--- src/logic/codec_reg_pkg.sv ---
package codec_reg_pkg;

  // command slot pair, address then data
  typedef struct packed {
    logic [7:0]  address;
    logic [15:0] data;
  } ac97_command_t;

  ////////////////////////////////////////////////////////////
  // volume
  ////////////////////////////////////////////////////////////

  typedef logic [4:0] volume_t;
  localparam volume_t volume_max         = 5'd31;
  localparam volume_t volume_reset_value = 5'd8;

  ////////////////////////////////////////////////////////////
  // register addresses
  ////////////////////////////////////////////////////////////

  // read bit set, register 0x00
  localparam logic [7:0] reg_read_id          = 8'h80;
  localparam logic [7:0] reg_master_headphone = 8'h04;
  localparam logic [7:0] reg_pcm_volume       = 8'h18;
  localparam logic [7:0] reg_record_select    = 8'h1A;
  localparam logic [7:0] reg_record_gain      = 8'h1C;
  localparam logic [7:0] reg_mic_gain         = 8'h0E;
  localparam logic [7:0] reg_beep_volume      = 8'h0A;
  localparam logic [7:0] reg_general_purpose  = 8'h20;

  ////////////////////////////////////////////////////////////
  // fixed data words
  ////////////////////////////////////////////////////////////

  localparam logic [15:0] pcm_volume_value  = 16'h0808;
  // source code 0 in both channel fields
  localparam logic [15:0] record_source_mic = 16'h0000;
  localparam logic [15:0] record_gain_max   = 16'h0F0F;
  // +20 dB boost
  localparam logic [15:0] mic_boost_value   = 16'h8048;
  localparam logic [15:0] beep_off_value    = 16'h0000;
  localparam logic [15:0] pcm_bypass_value  = 16'h8000;

  // about 10 ms at 27 MHz
  localparam int debounce_cycles_default = 270000;

endpackage

--- src/logic/ac97_frame_pkg.sv ---
package ac97_frame_pkg;

  ////////////////////////////////////////////////////////////
  // frame geometry
  ////////////////////////////////////////////////////////////

  // one bit clock per frame bit
  localparam int frame_bits = 256;
  typedef logic [$clog2(frame_bits)-1:0] bit_pos_t;

  // sync covers the whole tag slot
  localparam int sync_last_pos = 15;

  // data slots are 20 bits, MSB first
  localparam int slot_width      = 20;
  localparam int slot1_first_pos = 16;
  localparam int slot2_first_pos = 36;
  localparam int slot3_first_pos = 56;
  localparam int slot4_first_pos = 76;

  // slot 0 tag bit positions
  localparam int tag_frame_valid = 0;
  localparam int tag_cmd_addr    = 1;
  localparam int tag_cmd_data    = 2;
  localparam int tag_left        = 3;
  localparam int tag_right       = 4;

  // user side timing inside the frame
  localparam int strobe_pos       = 128;
  localparam int capture_done_pos = 76;

  // codec held in reset this long after power-up
  localparam int codec_reset_cycles = 1024;

  ////////////////////////////////////////////////////////////
  // payload types
  ////////////////////////////////////////////////////////////

  typedef logic [slot_width-1:0] sample_t;
  typedef logic [7:0] pcm_byte_t;

  // one frame's worth of outgoing payload, 45 bits
  typedef struct packed {
    logic    cmd_valid;
    logic    [23:0] command;
    sample_t left;
  } out_frame_t;

endpackage
--- src/logic/ac97_audio_top.sv ---
module ac97_audio_top #(
  parameter int debounce_cycles = codec_reg_pkg::debounce_cycles_default
) (
  input  logic                      clock,
  input  logic                      reset,
  input  logic                      vol_up,
  input  logic                      vol_down,
  input  ac97_frame_pkg::pcm_byte_t pcm_out,
  output ac97_frame_pkg::pcm_byte_t pcm_in,
  output logic                      sample_strobe,
  output logic                      codec_reset_n,
  output logic                      ac97_sync,
  output logic                      ac97_sdata_out,
  input  logic                      ac97_sdata_in
);

  ac97_frame_pkg::bit_pos_t     bit_pos;
  logic                         frame_running;
  codec_reg_pkg::ac97_command_t command;
  logic                         command_valid;
  codec_reg_pkg::volume_t       volume;
  // playback byte held between strobes
  ac97_frame_pkg::pcm_byte_t    play_byte;
  ac97_frame_pkg::out_frame_t   out_frame;

  always_ff @(posedge clock) begin
    if (sample_strobe) begin
      play_byte <= pcm_out;
    end
  end

  // 8-bit sample padded out to the 20-bit slot
  assign out_frame.cmd_valid = command_valid;
  assign out_frame.command   = command;
  assign out_frame.left      = {play_byte,
    {(ac97_frame_pkg::slot_width - $bits(play_byte)){1'b0}}};

  ////////////////////////////////////////////////////////////
  // blocks
  ////////////////////////////////////////////////////////////

  ac97_frame_timer frame_timer (
    .clock(clock),
    .reset(reset),
    .codec_reset_n(codec_reset_n),
    .bit_pos(bit_pos),
    .frame_running(frame_running),
    .ac97_sync(ac97_sync),
    .sample_strobe(sample_strobe)
  );

  ac97_command_sequencer command_sequencer (
    .clock(clock),
    .reset(reset),
    .sample_strobe(sample_strobe),
    .volume(volume),
    .command(command),
    .command_valid(command_valid)
  );

  ac97_slot_serializer slot_serializer (
    .clock(clock),
    .reset(reset),
    .bit_pos(bit_pos),
    .frame_running(frame_running),
    .frame(out_frame),
    .ac97_sdata_out(ac97_sdata_out)
  );

  ac97_slot_capture slot_capture (
    .clock(clock),
    .reset(reset),
    .bit_pos(bit_pos),
    .ac97_sdata_in(ac97_sdata_in),
    .pcm_in(pcm_in)
  );

  volume_control #(
    .stable_cycles(debounce_cycles)
  ) volume_ctrl (
    .clock(clock),
    .reset(reset),
    .vol_up(vol_up),
    .vol_down(vol_down),
    .volume(volume)
  );

endmodule

--- src/logic/volume_control.sv ---
module volume_control #(
  parameter int stable_cycles = codec_reg_pkg::debounce_cycles_default
) (
  input  logic                   clock,
  input  logic                   reset,
  input  logic                   vol_up,
  input  logic                   vol_down,
  output codec_reg_pkg::volume_t volume
);

  // debounced levels and their previous values
  logic up_clean;
  logic down_clean;
  logic up_prev;
  logic down_prev;
  logic up_rise;
  logic down_rise;

  ////////////////////////////////////////////////////////////
  // button cleanup
  ////////////////////////////////////////////////////////////

  button_debounce #(
    .stable_cycles(stable_cycles)
  ) up_debounce (
    .clock(clock),
    .reset(reset),
    .noisy(vol_up),
    .clean(up_clean)
  );

  button_debounce #(
    .stable_cycles(stable_cycles)
  ) down_debounce (
    .clock(clock),
    .reset(reset),
    .noisy(vol_down),
    .clean(down_clean)
  );

  // one step per press
  assign up_rise   = up_clean & ~up_prev;
  assign down_rise = down_clean & ~down_prev;

  always_ff @(posedge clock) begin
    if (reset) begin
      volume    <= codec_reg_pkg::volume_reset_value;
      up_prev   <= up_clean;
      down_prev <= down_clean;
    end else begin
      up_prev   <= up_clean;
      down_prev <= down_clean;
      // down has priority when both rise together
      if (down_rise && (volume != '0)) begin
        volume <= volume - 1'b1;
      end else if (up_rise && (volume != codec_reg_pkg::volume_max)) begin
        volume <= volume + 1'b1;
      end
    end
  end

  // each step moves one count and never wraps past 0 or volume_max
  volume_steps_by_one: assert property (@(posedge clock) disable iff (reset)
    (volume != $past(volume)) |->
      ((6'(volume) == 6'($past(volume)) + 6'd1) ||
       (6'(volume) + 6'd1 == 6'($past(volume)))))
    else $error("volume wrapped or jumped by more than one step");

endmodule

--- src/logic/button_debounce.sv ---
module button_debounce #(
  parameter int stable_cycles = codec_reg_pkg::debounce_cycles_default
) (
  input  logic clock,
  input  logic reset,
  input  logic noisy,
  output logic clean
);

  localparam int count_bits = $clog2(stable_cycles + 1);

  // clocks since the last change
  logic [count_bits-1:0] stable_count;
  // last level seen on the input
  logic last_noisy;

  always_ff @(posedge clock) begin
    if (reset) begin
      stable_count <= '0;
      last_noisy   <= noisy;
      clean        <= noisy;
    end else if (noisy != last_noisy) begin
      // any edge restarts the wait
      last_noisy   <= noisy;
      stable_count <= '0;
    end else if (stable_count == count_bits'(stable_cycles)) begin
      // quiet long enough, pass it on
      clean <= last_noisy;
    end else begin
      stable_count <= stable_count + 1'b1;
    end
  end

endmodule

--- src/logic/ac97_slot_capture.sv ---
module ac97_slot_capture (
  input  logic                      clock,
  input  logic                      reset,
  input  ac97_frame_pkg::bit_pos_t  bit_pos,
  input  logic                      ac97_sdata_in,
  output ac97_frame_pkg::pcm_byte_t pcm_in
);

  // slot 3 word as it arrives
  ac97_frame_pkg::sample_t shift_reg;
  logic in_slot3;

  assign in_slot3 = (bit_pos >= ac97_frame_pkg::slot3_first_pos) &&
    (bit_pos < ac97_frame_pkg::slot3_first_pos + ac97_frame_pkg::slot_width);

  // msb arrives first
  always_ff @(posedge clock) begin
    if (in_slot3) begin
      shift_reg <= {shift_reg[ac97_frame_pkg::slot_width-2:0], ac97_sdata_in};
    end
  end

  ////////////////////////////////////////////////////////////
  // hold the top byte until the next frame
  ////////////////////////////////////////////////////////////

  always_ff @(posedge clock) begin
    if (reset) begin
      pcm_in <= '0;
    end else if (bit_pos == ac97_frame_pkg::capture_done_pos) begin
      // settled well before the strobe
      pcm_in <= shift_reg[ac97_frame_pkg::slot_width-1 -: $bits(ac97_frame_pkg::pcm_byte_t)];
    end
  end

endmodule

--- src/logic/ac97_slot_serializer.sv ---
module ac97_slot_serializer (
  input  logic                       clock,
  input  logic                       reset,
  input  ac97_frame_pkg::bit_pos_t   bit_pos,
  input  logic                       frame_running,
  input  ac97_frame_pkg::out_frame_t frame,
  output logic                       ac97_sdata_out
);

  // control side of the latched frame
  logic frame_loaded;
  logic held_cmd_valid;
  logic frame_end;
  logic next_bit;
  // payload side
  codec_reg_pkg::ac97_command_t held_cmd;
  ac97_frame_pkg::sample_t      held_left;
  ac97_frame_pkg::sample_t      cmd_addr_slot;
  ac97_frame_pkg::sample_t      cmd_data_slot;

  // bit of a slot word for the current position, MSB first
  function automatic logic slot_bit(input ac97_frame_pkg::sample_t  word,
                                    input ac97_frame_pkg::bit_pos_t pos,
                                    input int                       first_pos);
    int idx;
    idx = first_pos + ac97_frame_pkg::slot_width - 1 - int'(pos);
    return word[idx];
  endfunction

  assign frame_end = frame_running &&
    (bit_pos == ac97_frame_pkg::bit_pos_t'(ac97_frame_pkg::frame_bits - 1));

  // address and data are left justified in their slots
  assign cmd_addr_slot = {held_cmd.address,
    {(ac97_frame_pkg::slot_width - $bits(held_cmd.address)){1'b0}}};
  assign cmd_data_slot = {held_cmd.data,
    {(ac97_frame_pkg::slot_width - $bits(held_cmd.data)){1'b0}}};

  ////////////////////////////////////////////////////////////
  // bit select by frame position
  ////////////////////////////////////////////////////////////

  always_comb begin
    next_bit = 1'b0;
    if (bit_pos <= ac97_frame_pkg::sync_last_pos) begin
      case (int'(bit_pos))
        ac97_frame_pkg::tag_frame_valid: next_bit = frame_running & frame_loaded;
        ac97_frame_pkg::tag_cmd_addr:    next_bit = held_cmd_valid;
        ac97_frame_pkg::tag_cmd_data:    next_bit = held_cmd_valid;
        ac97_frame_pkg::tag_left:        next_bit = frame_loaded;
        ac97_frame_pkg::tag_right:       next_bit = frame_loaded;
        default:                         next_bit = 1'b0;
      endcase
    end else if (bit_pos < ac97_frame_pkg::slot2_first_pos) begin
      next_bit = held_cmd_valid &
        slot_bit(cmd_addr_slot, bit_pos, ac97_frame_pkg::slot1_first_pos);
    end else if (bit_pos < ac97_frame_pkg::slot3_first_pos) begin
      next_bit = held_cmd_valid &
        slot_bit(cmd_data_slot, bit_pos, ac97_frame_pkg::slot2_first_pos);
    end else if (bit_pos < ac97_frame_pkg::slot4_first_pos) begin
      next_bit = frame_loaded &
        slot_bit(held_left, bit_pos, ac97_frame_pkg::slot3_first_pos);
    end else if (bit_pos < ac97_frame_pkg::slot4_first_pos + ac97_frame_pkg::slot_width) begin
      // right channel repeats left
      next_bit = frame_loaded &
        slot_bit(held_left, bit_pos, ac97_frame_pkg::slot4_first_pos);
    end
  end

  ////////////////////////////////////////////////////////////
  // frame latch and output register
  ////////////////////////////////////////////////////////////

  always_ff @(posedge clock) begin
    if (reset) begin
      frame_loaded   <= 1'b0;
      held_cmd_valid <= 1'b0;
      ac97_sdata_out <= 1'b0;
    end else begin
      // position k goes out while bit_pos is k+1
      ac97_sdata_out <= next_bit;
      if (frame_end) begin
        frame_loaded   <= 1'b1;
        held_cmd_valid <= frame.cmd_valid;
      end
    end
  end

  always_ff @(posedge clock) begin
    if (frame_end) begin
      held_cmd  <= frame.command;
      held_left <= frame.left;
    end
  end

endmodule

--- src/logic/ac97_command_sequencer.sv ---
module ac97_command_sequencer (
  input  logic                         clock,
  input  logic                         reset,
  input  logic                         sample_strobe,
  input  codec_reg_pkg::volume_t       volume,
  output codec_reg_pkg::ac97_command_t command,
  output logic                         command_valid
);

  // loop position, 16 steps
  logic [3:0] state;
  // headphone field is attenuation, not gain
  codec_reg_pkg::volume_t attenuation;
  codec_reg_pkg::ac97_command_t entry;

  assign attenuation = codec_reg_pkg::volume_max - volume;

  ////////////////////////////////////////////////////////////
  // command table
  ////////////////////////////////////////////////////////////

  always_comb begin
    // idle steps just read the vendor id
    entry.address = codec_reg_pkg::reg_read_id;
    entry.data    = 16'h0000;
    case (state)
      4'd3: begin
        // same attenuation on left and right
        entry.address = codec_reg_pkg::reg_master_headphone;
        entry.data    = {3'b000, attenuation, 3'b000, attenuation};
      end
      4'd5: begin
        entry.address = codec_reg_pkg::reg_pcm_volume;
        entry.data    = codec_reg_pkg::pcm_volume_value;
      end
      4'd6: begin
        entry.address = codec_reg_pkg::reg_record_select;
        entry.data    = codec_reg_pkg::record_source_mic;
      end
      4'd7: begin
        entry.address = codec_reg_pkg::reg_record_gain;
        entry.data    = codec_reg_pkg::record_gain_max;
      end
      4'd9: begin
        entry.address = codec_reg_pkg::reg_mic_gain;
        entry.data    = codec_reg_pkg::mic_boost_value;
      end
      4'd10: begin
        entry.address = codec_reg_pkg::reg_beep_volume;
        entry.data    = codec_reg_pkg::beep_off_value;
      end
      4'd11: begin
        // route pcm out through mix1
        entry.address = codec_reg_pkg::reg_general_purpose;
        entry.data    = codec_reg_pkg::pcm_bypass_value;
      end
      default: begin
        entry.address = codec_reg_pkg::reg_read_id;
        entry.data    = 16'h0000;
      end
    endcase
  end

  ////////////////////////////////////////////////////////////
  // step once per sample strobe
  ////////////////////////////////////////////////////////////

  always_ff @(posedge clock) begin
    if (reset) begin
      state         <= 4'd0;
      command_valid <= 1'b0;
    end else begin
      if (sample_strobe) begin
        state <= state + 1'b1;
      end
      // valid from the first pass through step 0 on
      if (state == 4'd0) begin
        command_valid <= 1'b1;
      end
    end
  end

  // one stage behind the state
  always_ff @(posedge clock) begin
    command <= entry;
  end

  // the loop only moves on a strobe
  state_moves_on_strobe: assert property (@(posedge clock) disable iff (reset)
    (state != $past(state)) |-> $past(sample_strobe))
    else $error("command sequencer stepped without a sample strobe");

endmodule

--- src/logic/ac97_frame_timer.sv ---
module ac97_frame_timer (
  input  logic                     clock,
  input  logic                     reset,
  output logic                     codec_reset_n,
  output ac97_frame_pkg::bit_pos_t bit_pos,
  output logic                     frame_running,
  output logic                     ac97_sync,
  output logic                     sample_strobe
);

  localparam int delay_bits = $clog2(ac97_frame_pkg::codec_reset_cycles);

  // power-up delay count
  logic [delay_bits-1:0] delay_count;

  ////////////////////////////////////////////////////////////
  // codec reset delay, then free-running frame count
  ////////////////////////////////////////////////////////////

  always_ff @(posedge clock) begin
    if (reset) begin
      delay_count   <= '0;
      codec_reset_n <= 1'b0;
      bit_pos       <= '0;
      ac97_sync     <= 1'b0;
      sample_strobe <= 1'b0;
    end else if (!codec_reset_n) begin
      // bit_pos parked at 0 while the codec waits
      if (delay_count == delay_bits'(ac97_frame_pkg::codec_reset_cycles - 1)) begin
        codec_reset_n <= 1'b1;
        // first frame opens in the same clock
        ac97_sync     <= 1'b1;
      end else begin
        delay_count <= delay_count + 1'b1;
      end
    end else begin
      // wraps from 255 back to 0
      bit_pos <= bit_pos + 1'b1;
      // sync looks one position ahead, high over 0..15
      ac97_sync <= (bit_pos == ac97_frame_pkg::bit_pos_t'(ac97_frame_pkg::frame_bits - 1)) ||
                   (bit_pos < ac97_frame_pkg::bit_pos_t'(ac97_frame_pkg::sync_last_pos));
      // one clock wide, lands on strobe_pos
      sample_strobe <=
        (bit_pos == ac97_frame_pkg::bit_pos_t'(ac97_frame_pkg::strobe_pos - 1));
    end
  end

  // frames flow once the codec is released
  assign frame_running = codec_reset_n;

  // sync must stay inside the tag slot
  sync_in_tag_slot: assert property (@(posedge clock) disable iff (reset)
    ac97_sync |-> (bit_pos <= ac97_frame_pkg::sync_last_pos))
    else $error("ac97_sync high outside the tag slot");

endmodule

--- config.mk ---
export PLATFORM = sky130hd
export DESIGN_NAME = ac97_audio_top
export DESIGN_NICKNAME = d
export VERILOG_FILES = /design/src/logic/codec_reg_pkg.sv /design/src/logic/ac97_frame_pkg.sv /design/src/logic/ac97_audio_top.sv /design/src/logic/volume_control.sv /design/src/logic/button_debounce.sv /design/src/logic/ac97_slot_capture.sv /design/src/logic/ac97_slot_serializer.sv /design/src/logic/ac97_command_sequencer.sv /design/src/logic/ac97_frame_timer.sv
export SDC_FILE = /design/constraint.sdc
export NUM_CORES = 1
export LEC_CHECK = 0
export BUFFER_PORTS_ARGS = -buffer_cell sky130_fd_sc_hd__buf_2
export CAP_MARGIN = 20
export CORE_MARGIN = 4
export CORE_UTILIZATION = 45
export CTS_CLUSTER_DIAMETER = 200
export DETAILED_ROUTE_END_ITERATION = 8
export PLACE_DENSITY = 0.65
export SLEW_MARGIN = 20
export SYNTH_ARGS = -nofsm -noshare
export SYNTH_HDL_FRONTEND = slang
export SYNTH_SLANG_ARGS = --single-unit
export TNS_END_PERCENT = 5
--- constraint.sdc ---
create_clock -name clock -period 3.7 [get_ports clock]
set_clock_uncertainty 0.1 [all_clocks]
set_input_delay 0.74 -clock clock [delete_from_list [all_inputs] [get_ports clock]]
set_output_delay 0.74 -clock clock [all_outputs]
set_load 0.03 [all_outputs]
; ---- Word-level counts from Yosys, hierarchy flattened
; Index checks and enable logic that the tools add are counted.
[word_totals]
regBits = 170
in_bits = 13
output_inout_bits = 12
elab_cells = 139
[classes]
addsub = 12
n_lt_le_gt_ge = 11
eq_ne = 22
muxes = 35
bitwise = 11
reduce_logical = 21
[ops]
columns = cell, count
row1 = $pmux W24 S7, 1
row2 = $lt A32 B7 Y1 const B, 4
row3 = $add A19 B1 Y19 const B, 2
row4 = $eq A19 B19 Y1 const B, 2
row5 = $mux W1, 27
row6 = $bmux W1 S5, 4
row7 = $sub A6 B8 Y9 const A, 2
row8 = $sub A7 B8 Y9 const A, 2
row9 = $eq A8 B2 Y1 const B, 2
row10 = $eq A8 B7 Y1 const B, 2
row11 = $lt A8 B6 Y1 const B, 2
row12 = $lt A8 B7 Y1 const B, 2
row13 = $eq A4 B3 Y1 const B, 3
row14 = $eq A4 B4 Y1 const B, 3
row15 = $reduce_bool A2 Y1, 6
row16 = $add A10 B1 Y10 const B, 1
row17 = $eq A10 B10 Y1 const B, 1
row18 = $mux W5, 2
row19 = $add A8 B1 Y8 const B, 1
row20 = $eq A8 B1 Y1 const B, 1
row21 = $eq A8 B3 Y1 const B, 1
row22 = $eq A8 B8 Y1 const B, 1
row23 = $ge A8 B6 Y1 const B, 1
row24 = $le A8 B4 Y1 const B, 1
row25 = 19 further kinds, 38

; ---- Longest topological paths before layout
; Gate-level depths: netlist of the first run.
[depth]
ltp_word = 10
depth_mapped = 9
mapped_depth_nobuf = 9

; ---- Cells and area by module
; From an unflattened synthesis of the first run, not the netlist that was laid out.
[hier_totals]
hier_cells = 660
area_unflattened_um2 = 7739.9
[by_module_without_submodules]
columns = mod, instances, cells_each, area_each_um2, seq_area_each_um2
row1 = ac97_slot_serializer, 1, 132, 2194.6, 1381.3
row2 = button_debounce, 2, 113, 1021.0, 440.4
row3 = ac97_slot_capture, 1, 60, 1006.0, 760.7
row4 = ac97_frame_timer, 1, 103, 974.7, 420.4
row5 = ac97_command_sequencer, 1, 87, 870.8, 380.4
row6 = volume_control, 1, 43, 407.9, 140.1
row7 = ac97_audio_top, 1, 9, 244.0, 240.2

; ---- Least setup slack after synthesis of the first run
; No wires, ideal clock.
[synth_timing]
path_type = reg2reg
startpoint = register frame_timer.codec_reset_n
endpoint = register slot_serializer.held_cmd_valid
setup_time_ns = 0.128
t_arrival_ns = 3.115
required_ns = 3.472
setup_slack_ns = 0.357
stages_incl_launch_ff = 6
path_buffers = 1
synth_period_minus_slack_ns = 3.343
cell_sequence = dfxtp_1 -> clkbuf_1 -> nand3_1 -> nor3_1 -> mux2i_1 -> nor2_1
[synth_between]
elab_chain_cells = 1
[synth_lines]
columns = element, line
row1 = start: declaration, ac97_frame_timer.sv:4  ; output logic codec_reset_n,
row2 = start signal: assignment, ac97_frame_timer.sv:23  ; codec_reset_n <= 1'b0;
row3 = start signal: assignment, ac97_frame_timer.sv:30  ; codec_reset_n <= 1'b1;
row4 = $logic_and A1 B1 Y1, ac97_slot_serializer.sv:30  ; assign frame_end = frame_running &&
row5 = net slot_serializer.frame_end, ac97_slot_serializer.sv:13  ; logic frame_end;
row6 = end signal: assignment, ac97_slot_serializer.sv:84  ; held_cmd_valid <= frame.cmd_valid;
row7 = end: declaration, ac97_slot_serializer.sv:12  ; logic held_cmd_valid;
; The timed path passes the listed nets, and every way through them passes these cells.
; A chain may end at the register's enable or synchronous reset.

; ---- Final worst setup path of the first run
[layout_timing]
startpoint = register volume_ctrl.volume[1]
endpoint = register volume_ctrl.volume[4]
[layout_between]
elab_chain_cells = 3
word_cells_on_any_way = 9
cone_classes = 2 x add/sub / 1 x eq/ne / 2 x mux / 4 x reduce/logical
[layout_lines]
columns = element, line
row1 = start: declaration, volume_control.sv:8  ; output codec_reg_pkg::volume_t volume
row2 = start signal: assignment, volume_control.sv:47  ; volume <= codec_reg_pkg::volume_reset_value;
row3 = start signal: assignment, volume_control.sv:55  ; volume <= volume - 1'b1;
row4 = start signal: assignment, volume_control.sv:57  ; volume <= volume + 1'b1;
row5 = "$add A5 B1 Y5, or another cell as far along", volume_control.sv:57
row6 = "$mux W5, or another cell as far along", volume_control.sv:56  ; end else if (up_rise && (volume != codec_reg_pkg::volume_max)) begin
row7 = $mux W5 / $reduce_bool A2 Y1 (equally long branches), n/a
; Several ways; a longest one is shown, not always the timed one. The select of a mux whose other input is x is not followed.

==> impl_metrics.tcl, run 1 <==
set metrics [dict create \
    crit_start "volume_ctrl.volume[1]" \
    vias 4179 \
    rows 42 \
    power_leakage_nw 2.54 \
    period_needed_ps 2730 \
    worstPathCellList "or4_1, o21ai_2, inv_1, ha_1, nor2b_1, o21ai_0, a211oi_1, o21ai_0, nor3b_1" \
    core-area_um2 13400 \
    netlist_instances 576 \
    io_pins 25 \
    largest_reg_flops 20 \
    p_comb_frac 0.033 \
    syn_area_um2 6240 \
    use_met1 0.173 \
    grt_pass1_vias 4136 \
    antenna_cells 0 \
    gp_congestion 0.792 \
    switchingPower_w 0.000793 \
    clkTransAtPathRegs_ps 60 \
    synth_fp_nets 611 \
    crit_path_frequent_cell "o21ai_0" \
    ff2ff_path_depth 9 \
    dpl_worst_slack_ps 1030 \
    fin_nets 638 \
    status "completed" \
    yosysWarnings 0 \
    r2r_start "volume_ctrl.volume[1]" \
    ys_ff_latch 150 \
    cp_num_buf_inv 1 \
    wl_per_cell_um 13.7 \
    gr-usage-met2 0.243 \
    period_share 0.739 \
    cp_top_family "simple AND/OR/NAND/NOR gates" \
    p_int_w 0.00278 \
    mostFrequentLayoutCell "dfxtp_1" \
    post_cts_buffers 0 \
    area_delta_synth_final_pct 14.3 \
    drt-initial-drc-count 264 \
    start_util 0.465 \
    busiest_layer "met2" \
    cp.depth 9 \
    dieHeight_um 126 \
    grt-ovfl-total 0 \
    grt_max_degree 49 \
    p_sw_frac 0.222 \
    fp.dieW_um 126 \
    start_kind "register" \
    drv_slew 0 \
    numCtsBuffers 17 \
    ctsHoldBuffers 0 \
    clock_latency_ps 420 \
    worstPathArrival_ps 2900 \
    routed_wl_um 10800 \
    syn_avg_cell_area_um2 10.8 \
    tightest_slew_ps 902 \
    final_cell_mix "dfxtp_1 (96), nor2_1 (73), edfxtp_1 (54)" \
    synthFlopType "dfxtp_1" \
    max_clock_freq_ghz 0.366 \
    path_class "reg -> reg" \
    maxCapViolations 0 \
    htree_levels 4 \
    viasPerCell 5.28 \
    synth_edf_count 54 \
    grt_pass1_wl_um 18800 \
    setup_violations 0 \
    drt_pass1_iterations 5 \
    grt_use_total 0.145 \
    use_met3 0.0436 \
    cts_buffer_depth 2 \
    antenna_left 0 \
    drc 0 \
    pwr-share-clk 0.479 \
    endpoint_kind "register" \
    hp-class "reg -> reg" \
    synth_cell_types 55 \
    finalHoldViolCount 0 \
    hpwl_um 7290 \
    cts.sinks 150 \
    rrSetupSlack_ps 970 \
    cts_root_buffer "clkbuf_16" \
    r2r-end "volume_ctrl.volume[4]" \
    die_area_um2 15800 \
    crit_path_max_incr_delay_ps 550 \
    pwr-share-seq 0.488 \
    antenna_found_initial 0 \
    cts_resized 0 \
    slew_headroom 0.399 \
    cts_tree "done" \
    ys_seq_area_frac 0.568 \
    numPortBuffers 24 \
    slowest_stage "or4_1" \
    worst_slack_ps 968 \
    crit_required_ps 3870 \
    hold_start "volume_ctrl.up_debounce.clean" \
    drive_above_1_share 0.117 \
    async_reset_ff_frac 0 \
    fin_setup_tns_ps 0 \
    hold_slack_ps 267 \
    rsz0062_at_grt "no" \
    endpoint "volume_ctrl.volume[4]" \
    worst-path-max-fanout 6 \
    power_density_nw_per_um2 501 \
    ir_drop_mv 0.308 \
]
worst reg2reg max path, delay by kind of cell, from the launching register on:
kind                       cells  cell delay (ps)
buffers and inverters          1              150
DFF                            1              360
adders and majority gates      1              350
AOI/OAI and AO/OA              4              800
and+or+nand+nor                3              820
layer usage:
metal / wire, um / up-vias
li1: - / 2103
met5: 0 / -
met4: 173 / 0
met2: 5330 / 79
met1: 4920 / 1978
met3: 406 / 19
final cells by class:
type / count / area, um2
multi-input cells: 380 / 2530
flip-flops and latches: 150 / 3540
clock buffers: 17 / 425
well taps: 176 / 220
repair buffers: 27 / 143
clock inverters: 15 / 169
fillers: 1185 / 6270
inverters: 27 / 101
cells in the mapped netlist (all sizes together), types with 10 or more instances:
cell type,count,area share
inv,26,0.016
nand3,19,0.015
edfxtp,54,0.26
nand4,19,0.019
and3,10,0.010
nor3,17,0.014
mux2i,20,0.032
clkbuf,12,0.0072
xnor2,28,0.039
o21ai,19,0.016
xor2,22,0.031
nor2,73,0.044
nand2,29,0.017
dfxtp,96,0.31
a21oi,20,0.016
ha,21,0.042
nand2b,12,0.012
how the worst min path moves through the flow:
stage / to / slack [ps] / cells after the start
floorplan: volume_ctrl.down_prev / 240 / 0
global placement: volume_ctrl.down_prev / 250 / 0
detailed placement: volume_ctrl.up_prev / 250 / 0
CTS: volume_ctrl.up_prev / 270 / 0
global route: volume_ctrl.up_prev / 290 / 0
finish: volume_ctrl.up_prev / 270 / 0
logic make-up after synthesis:
| group | count (synthesis) | share of synthesized area |
|---|---|---|
| AOI/OAI and AO/OA | 62 | 0.0616 |
| DFF | 150 | 0.568 |
| muxes | 24 | 0.0435 |
| adders and majority gates | 22 | 0.0453 |
| buffers and inverters | 46 | 0.0281 |
| and+or+nand+nor | 222 | 0.183 |
| xor gates and xnor gates | 50 | 0.0702 |
metrics by stage:
| step | total power (W) | instance area [um2] | instances | util |
|---|---|---|---|---|
| 2_1_floorplan | 0.00187 | 6240 | 576 | - |
| 3_3_place_gp | 0.00189 | 6530 | 760 | 0.488 |
| 3_5_place_dp | 0.00190 | 6530 | 760 | 0.488 |
| 4_1_cts | 0.00362 | 7130 | 792 | 0.532 |
| 5_1_grt | 0.00372 | 7130 | 792 | 0.532 |
| 6_report | 0.00357 | 7130 | 792 | 0.532 |
power by group through the flow:
stage                     Clock (W)  Sequential (W)  Combinational [W]
final                       0.00171         0.00174           0.000118
after global routing        0.00184         0.00175           0.000134
after CTS                   0.00176         0.00174           0.000119
after detailed placement          0         0.00178           0.000118
after global placement            0         0.00178           0.000112
after floorplan                   0         0.00177          0.0000931
Power figures use the tool's default switching activity.
==> run 2: changes to the inputs <==
- PLACE_DENSITY: 0.65 -> 0.68
- clock period: 3.7 -> 2.4 ns (I/O delays scaled with it)
==> impl_metrics.tcl, run 2 (synthesis results as in run 1) <==
set metrics [dict create \
    finalHoldViolCount 0 \
    ctsHoldBuffers 0 \
    grt_pass1_vias 4257 \
    r2r-end "volume_ctrl.volume[4]" \
    rsz0062_at_grt "yes" \
    worstPathCellList "or4_4, o21ai_4, inv_2, ha_4, nor2b_4, o21ai_2, a211oi_2, o21ai_1, nor3b_1" \
    path_class "reg -> reg" \
    ff2ff_path_depth 9 \
    fp.dieW_um 126 \
    viasPerCell 5.23 \
    crit_required_ps 2590 \
    cts_buffer_depth 2 \
    fin_cells 812 \
    start_kind "register" \
    finalPower_w 0.00567 \
    rrSetupSlack_ps -20 \
    hold_slack_ps 133 \
    antenna_cells 0 \
    cp_num_buf_inv 1 \
    hold_start "ac97_sdata_in" \
    fin_nets 658 \
    routed_wl_um 11300 \
    endpoint_kind "register" \
    gp_congestion 0.849 \
    numCtsBuffers 17 \
    slowest_stage "or4_4" \
    worst_slack_ps -16.4 \
    drc 0 \
    worstPathArrival_ps 2600 \
    wl_per_cell_um 13.9 \
    setup_violations 1 \
    maxCapViolations 0 \
    die_area_um2 15800 \
    min_to "slot_capture.shift_reg[0]" \
    worst-path-max-fanout 5 \
    fin_util 0.550 \
    final_cell_mix "dfxtp_1 (94), nor2_1 (73), edfxtp_1 (54)" \
    ir_drop_mv 0.514 \
    clkTransAtPathRegs_ps 60 \
    drv_slew 0 \
    htree_levels 4 \
    start_util 0.465 \
    period_needed_ps 2420 \
    drt-initial-drc-count 285 \
    clock_latency_ps 420 \
    violations "negative setup slack" \
    status "finished with violations" \
    numPortBuffers 24 \
    tightest_slew_ps 584 \
    hp-class "in -> reg" \
    hold_depth 1 \
    max_clock_freq_ghz 0.414 \
    antenna_left 0 \
    r2r_start "volume_ctrl.volume[3]" \
    largest_reg_flops 20 \
    antenna_found_initial 0 \
    multi_input_area_um2 2590 \
    crit_path_max_incr_delay_ps 550 \
    cts_tree "done" \
    final.fill_count 1141 \
    post-place-cells 778 \
    io_pins 25 \
    power_leakage_nw 2.66 \
    vias 4243 \
    rows 42 \
    ff_latch_area_um2 3550 \
    cp_top_family "simple AND/OR/NAND/NOR gates" \
    power_density_nw_per_um2 769 \
    grt_max_degree 45 \
    area_delta_synth_final_pct 18.3 \
    grt_use_total 0.153 \
    drive_above_1_share 0.164 \
    cts_root_buffer "clkbuf_16" \
    dieHeight_um 126 \
    cts.sinks 150 \
    period_share 1.01 \
    grt_pass1_wl_um 19800 \
    drt_pass1_iterations 4 \
    core-area_um2 13400 \
    hpwl_um 7720 \
    mostFrequentLayoutCell "dfxtp_1" \
    grt-ovfl-total 0 \
    slew_headroom 0.608 \
]
run 2: report_power, final:
group          leakage, nW  internal (W)  switching [W]
clock network        0.299       0.00172        0.00102
logic                 1.11      0.000120       0.000134
registers             1.25       0.00266      0.0000291
total                 2.66       0.00449        0.00118
run 2: final cells by class:
type	instances	share of cell area
clock buffers	21	0.0638
clock inverters	11	0.0204
inverters	27	0.0137
multi-input cells	380	0.352
flip-flops and latches	150	0.481
well taps	176	0.0299
repair buffers	47	0.0397
run 2: layer usage:
metal	part of all wire	wire, um	global-route usage
met1	0.43	4920	0.185
met2	0.51	5740	0.255
met3	0.035	392	0.0449
met4	0.023	265	0.0670
met5	0	0	0
run 2: repair_timing:
action                                  in CTS  in global routing
hold endpoints to repair                     0                  0
setup buffers                                0                  2
endpoints found under the setup margin       1                  2
pin swaps                                    1                  5
gates resized for setup                      3                 15
run 2: how the worst max path moves through the flow:
stage                                      start                         to  slack (ps)  cells past startpoint
final                      volume_ctrl.volume[3]      volume_ctrl.volume[4]         -20                      9
after floorplan           frame_timer.bit_pos[1]  slot_capture.shift_reg[0]        -100                      5
after CTS                  volume_ctrl.volume[1]      volume_ctrl.volume[4]          10                      9
after global placement     volume_ctrl.volume[1]      volume_ctrl.volume[4]          50                      9
after detailed placement   volume_ctrl.volume[1]      volume_ctrl.volume[4]         -50                      9
after global routing       volume_ctrl.volume[3]      volume_ctrl.volume[4]         -70                      9
run 2: worst reg2reg max path, cell delays in order (launching register included):
cell      delay (ps)
dfxtp_2          320
or4_4            550
o21ai_4          190
inv_2             90
ha_4             270
nor2b_4          130
o21ai_2           70
a211oi_2         320
o21ai_1          100
nor3b_1          140
run 2: stage by stage:
step           setup TNS (ps)  worst slack (ps)  instance area [um2]
6_report                -16.4             -16.4                 7370
5_1_grt                 -69.3             -69.3                 7370
4_1_cts                     0              13.7                 7300
3_5_place_dp            -54.9             -54.9                 6680
3_3_place_gp                0              53.4                 6680
2_1_floorplan           -2050              -101                 6250
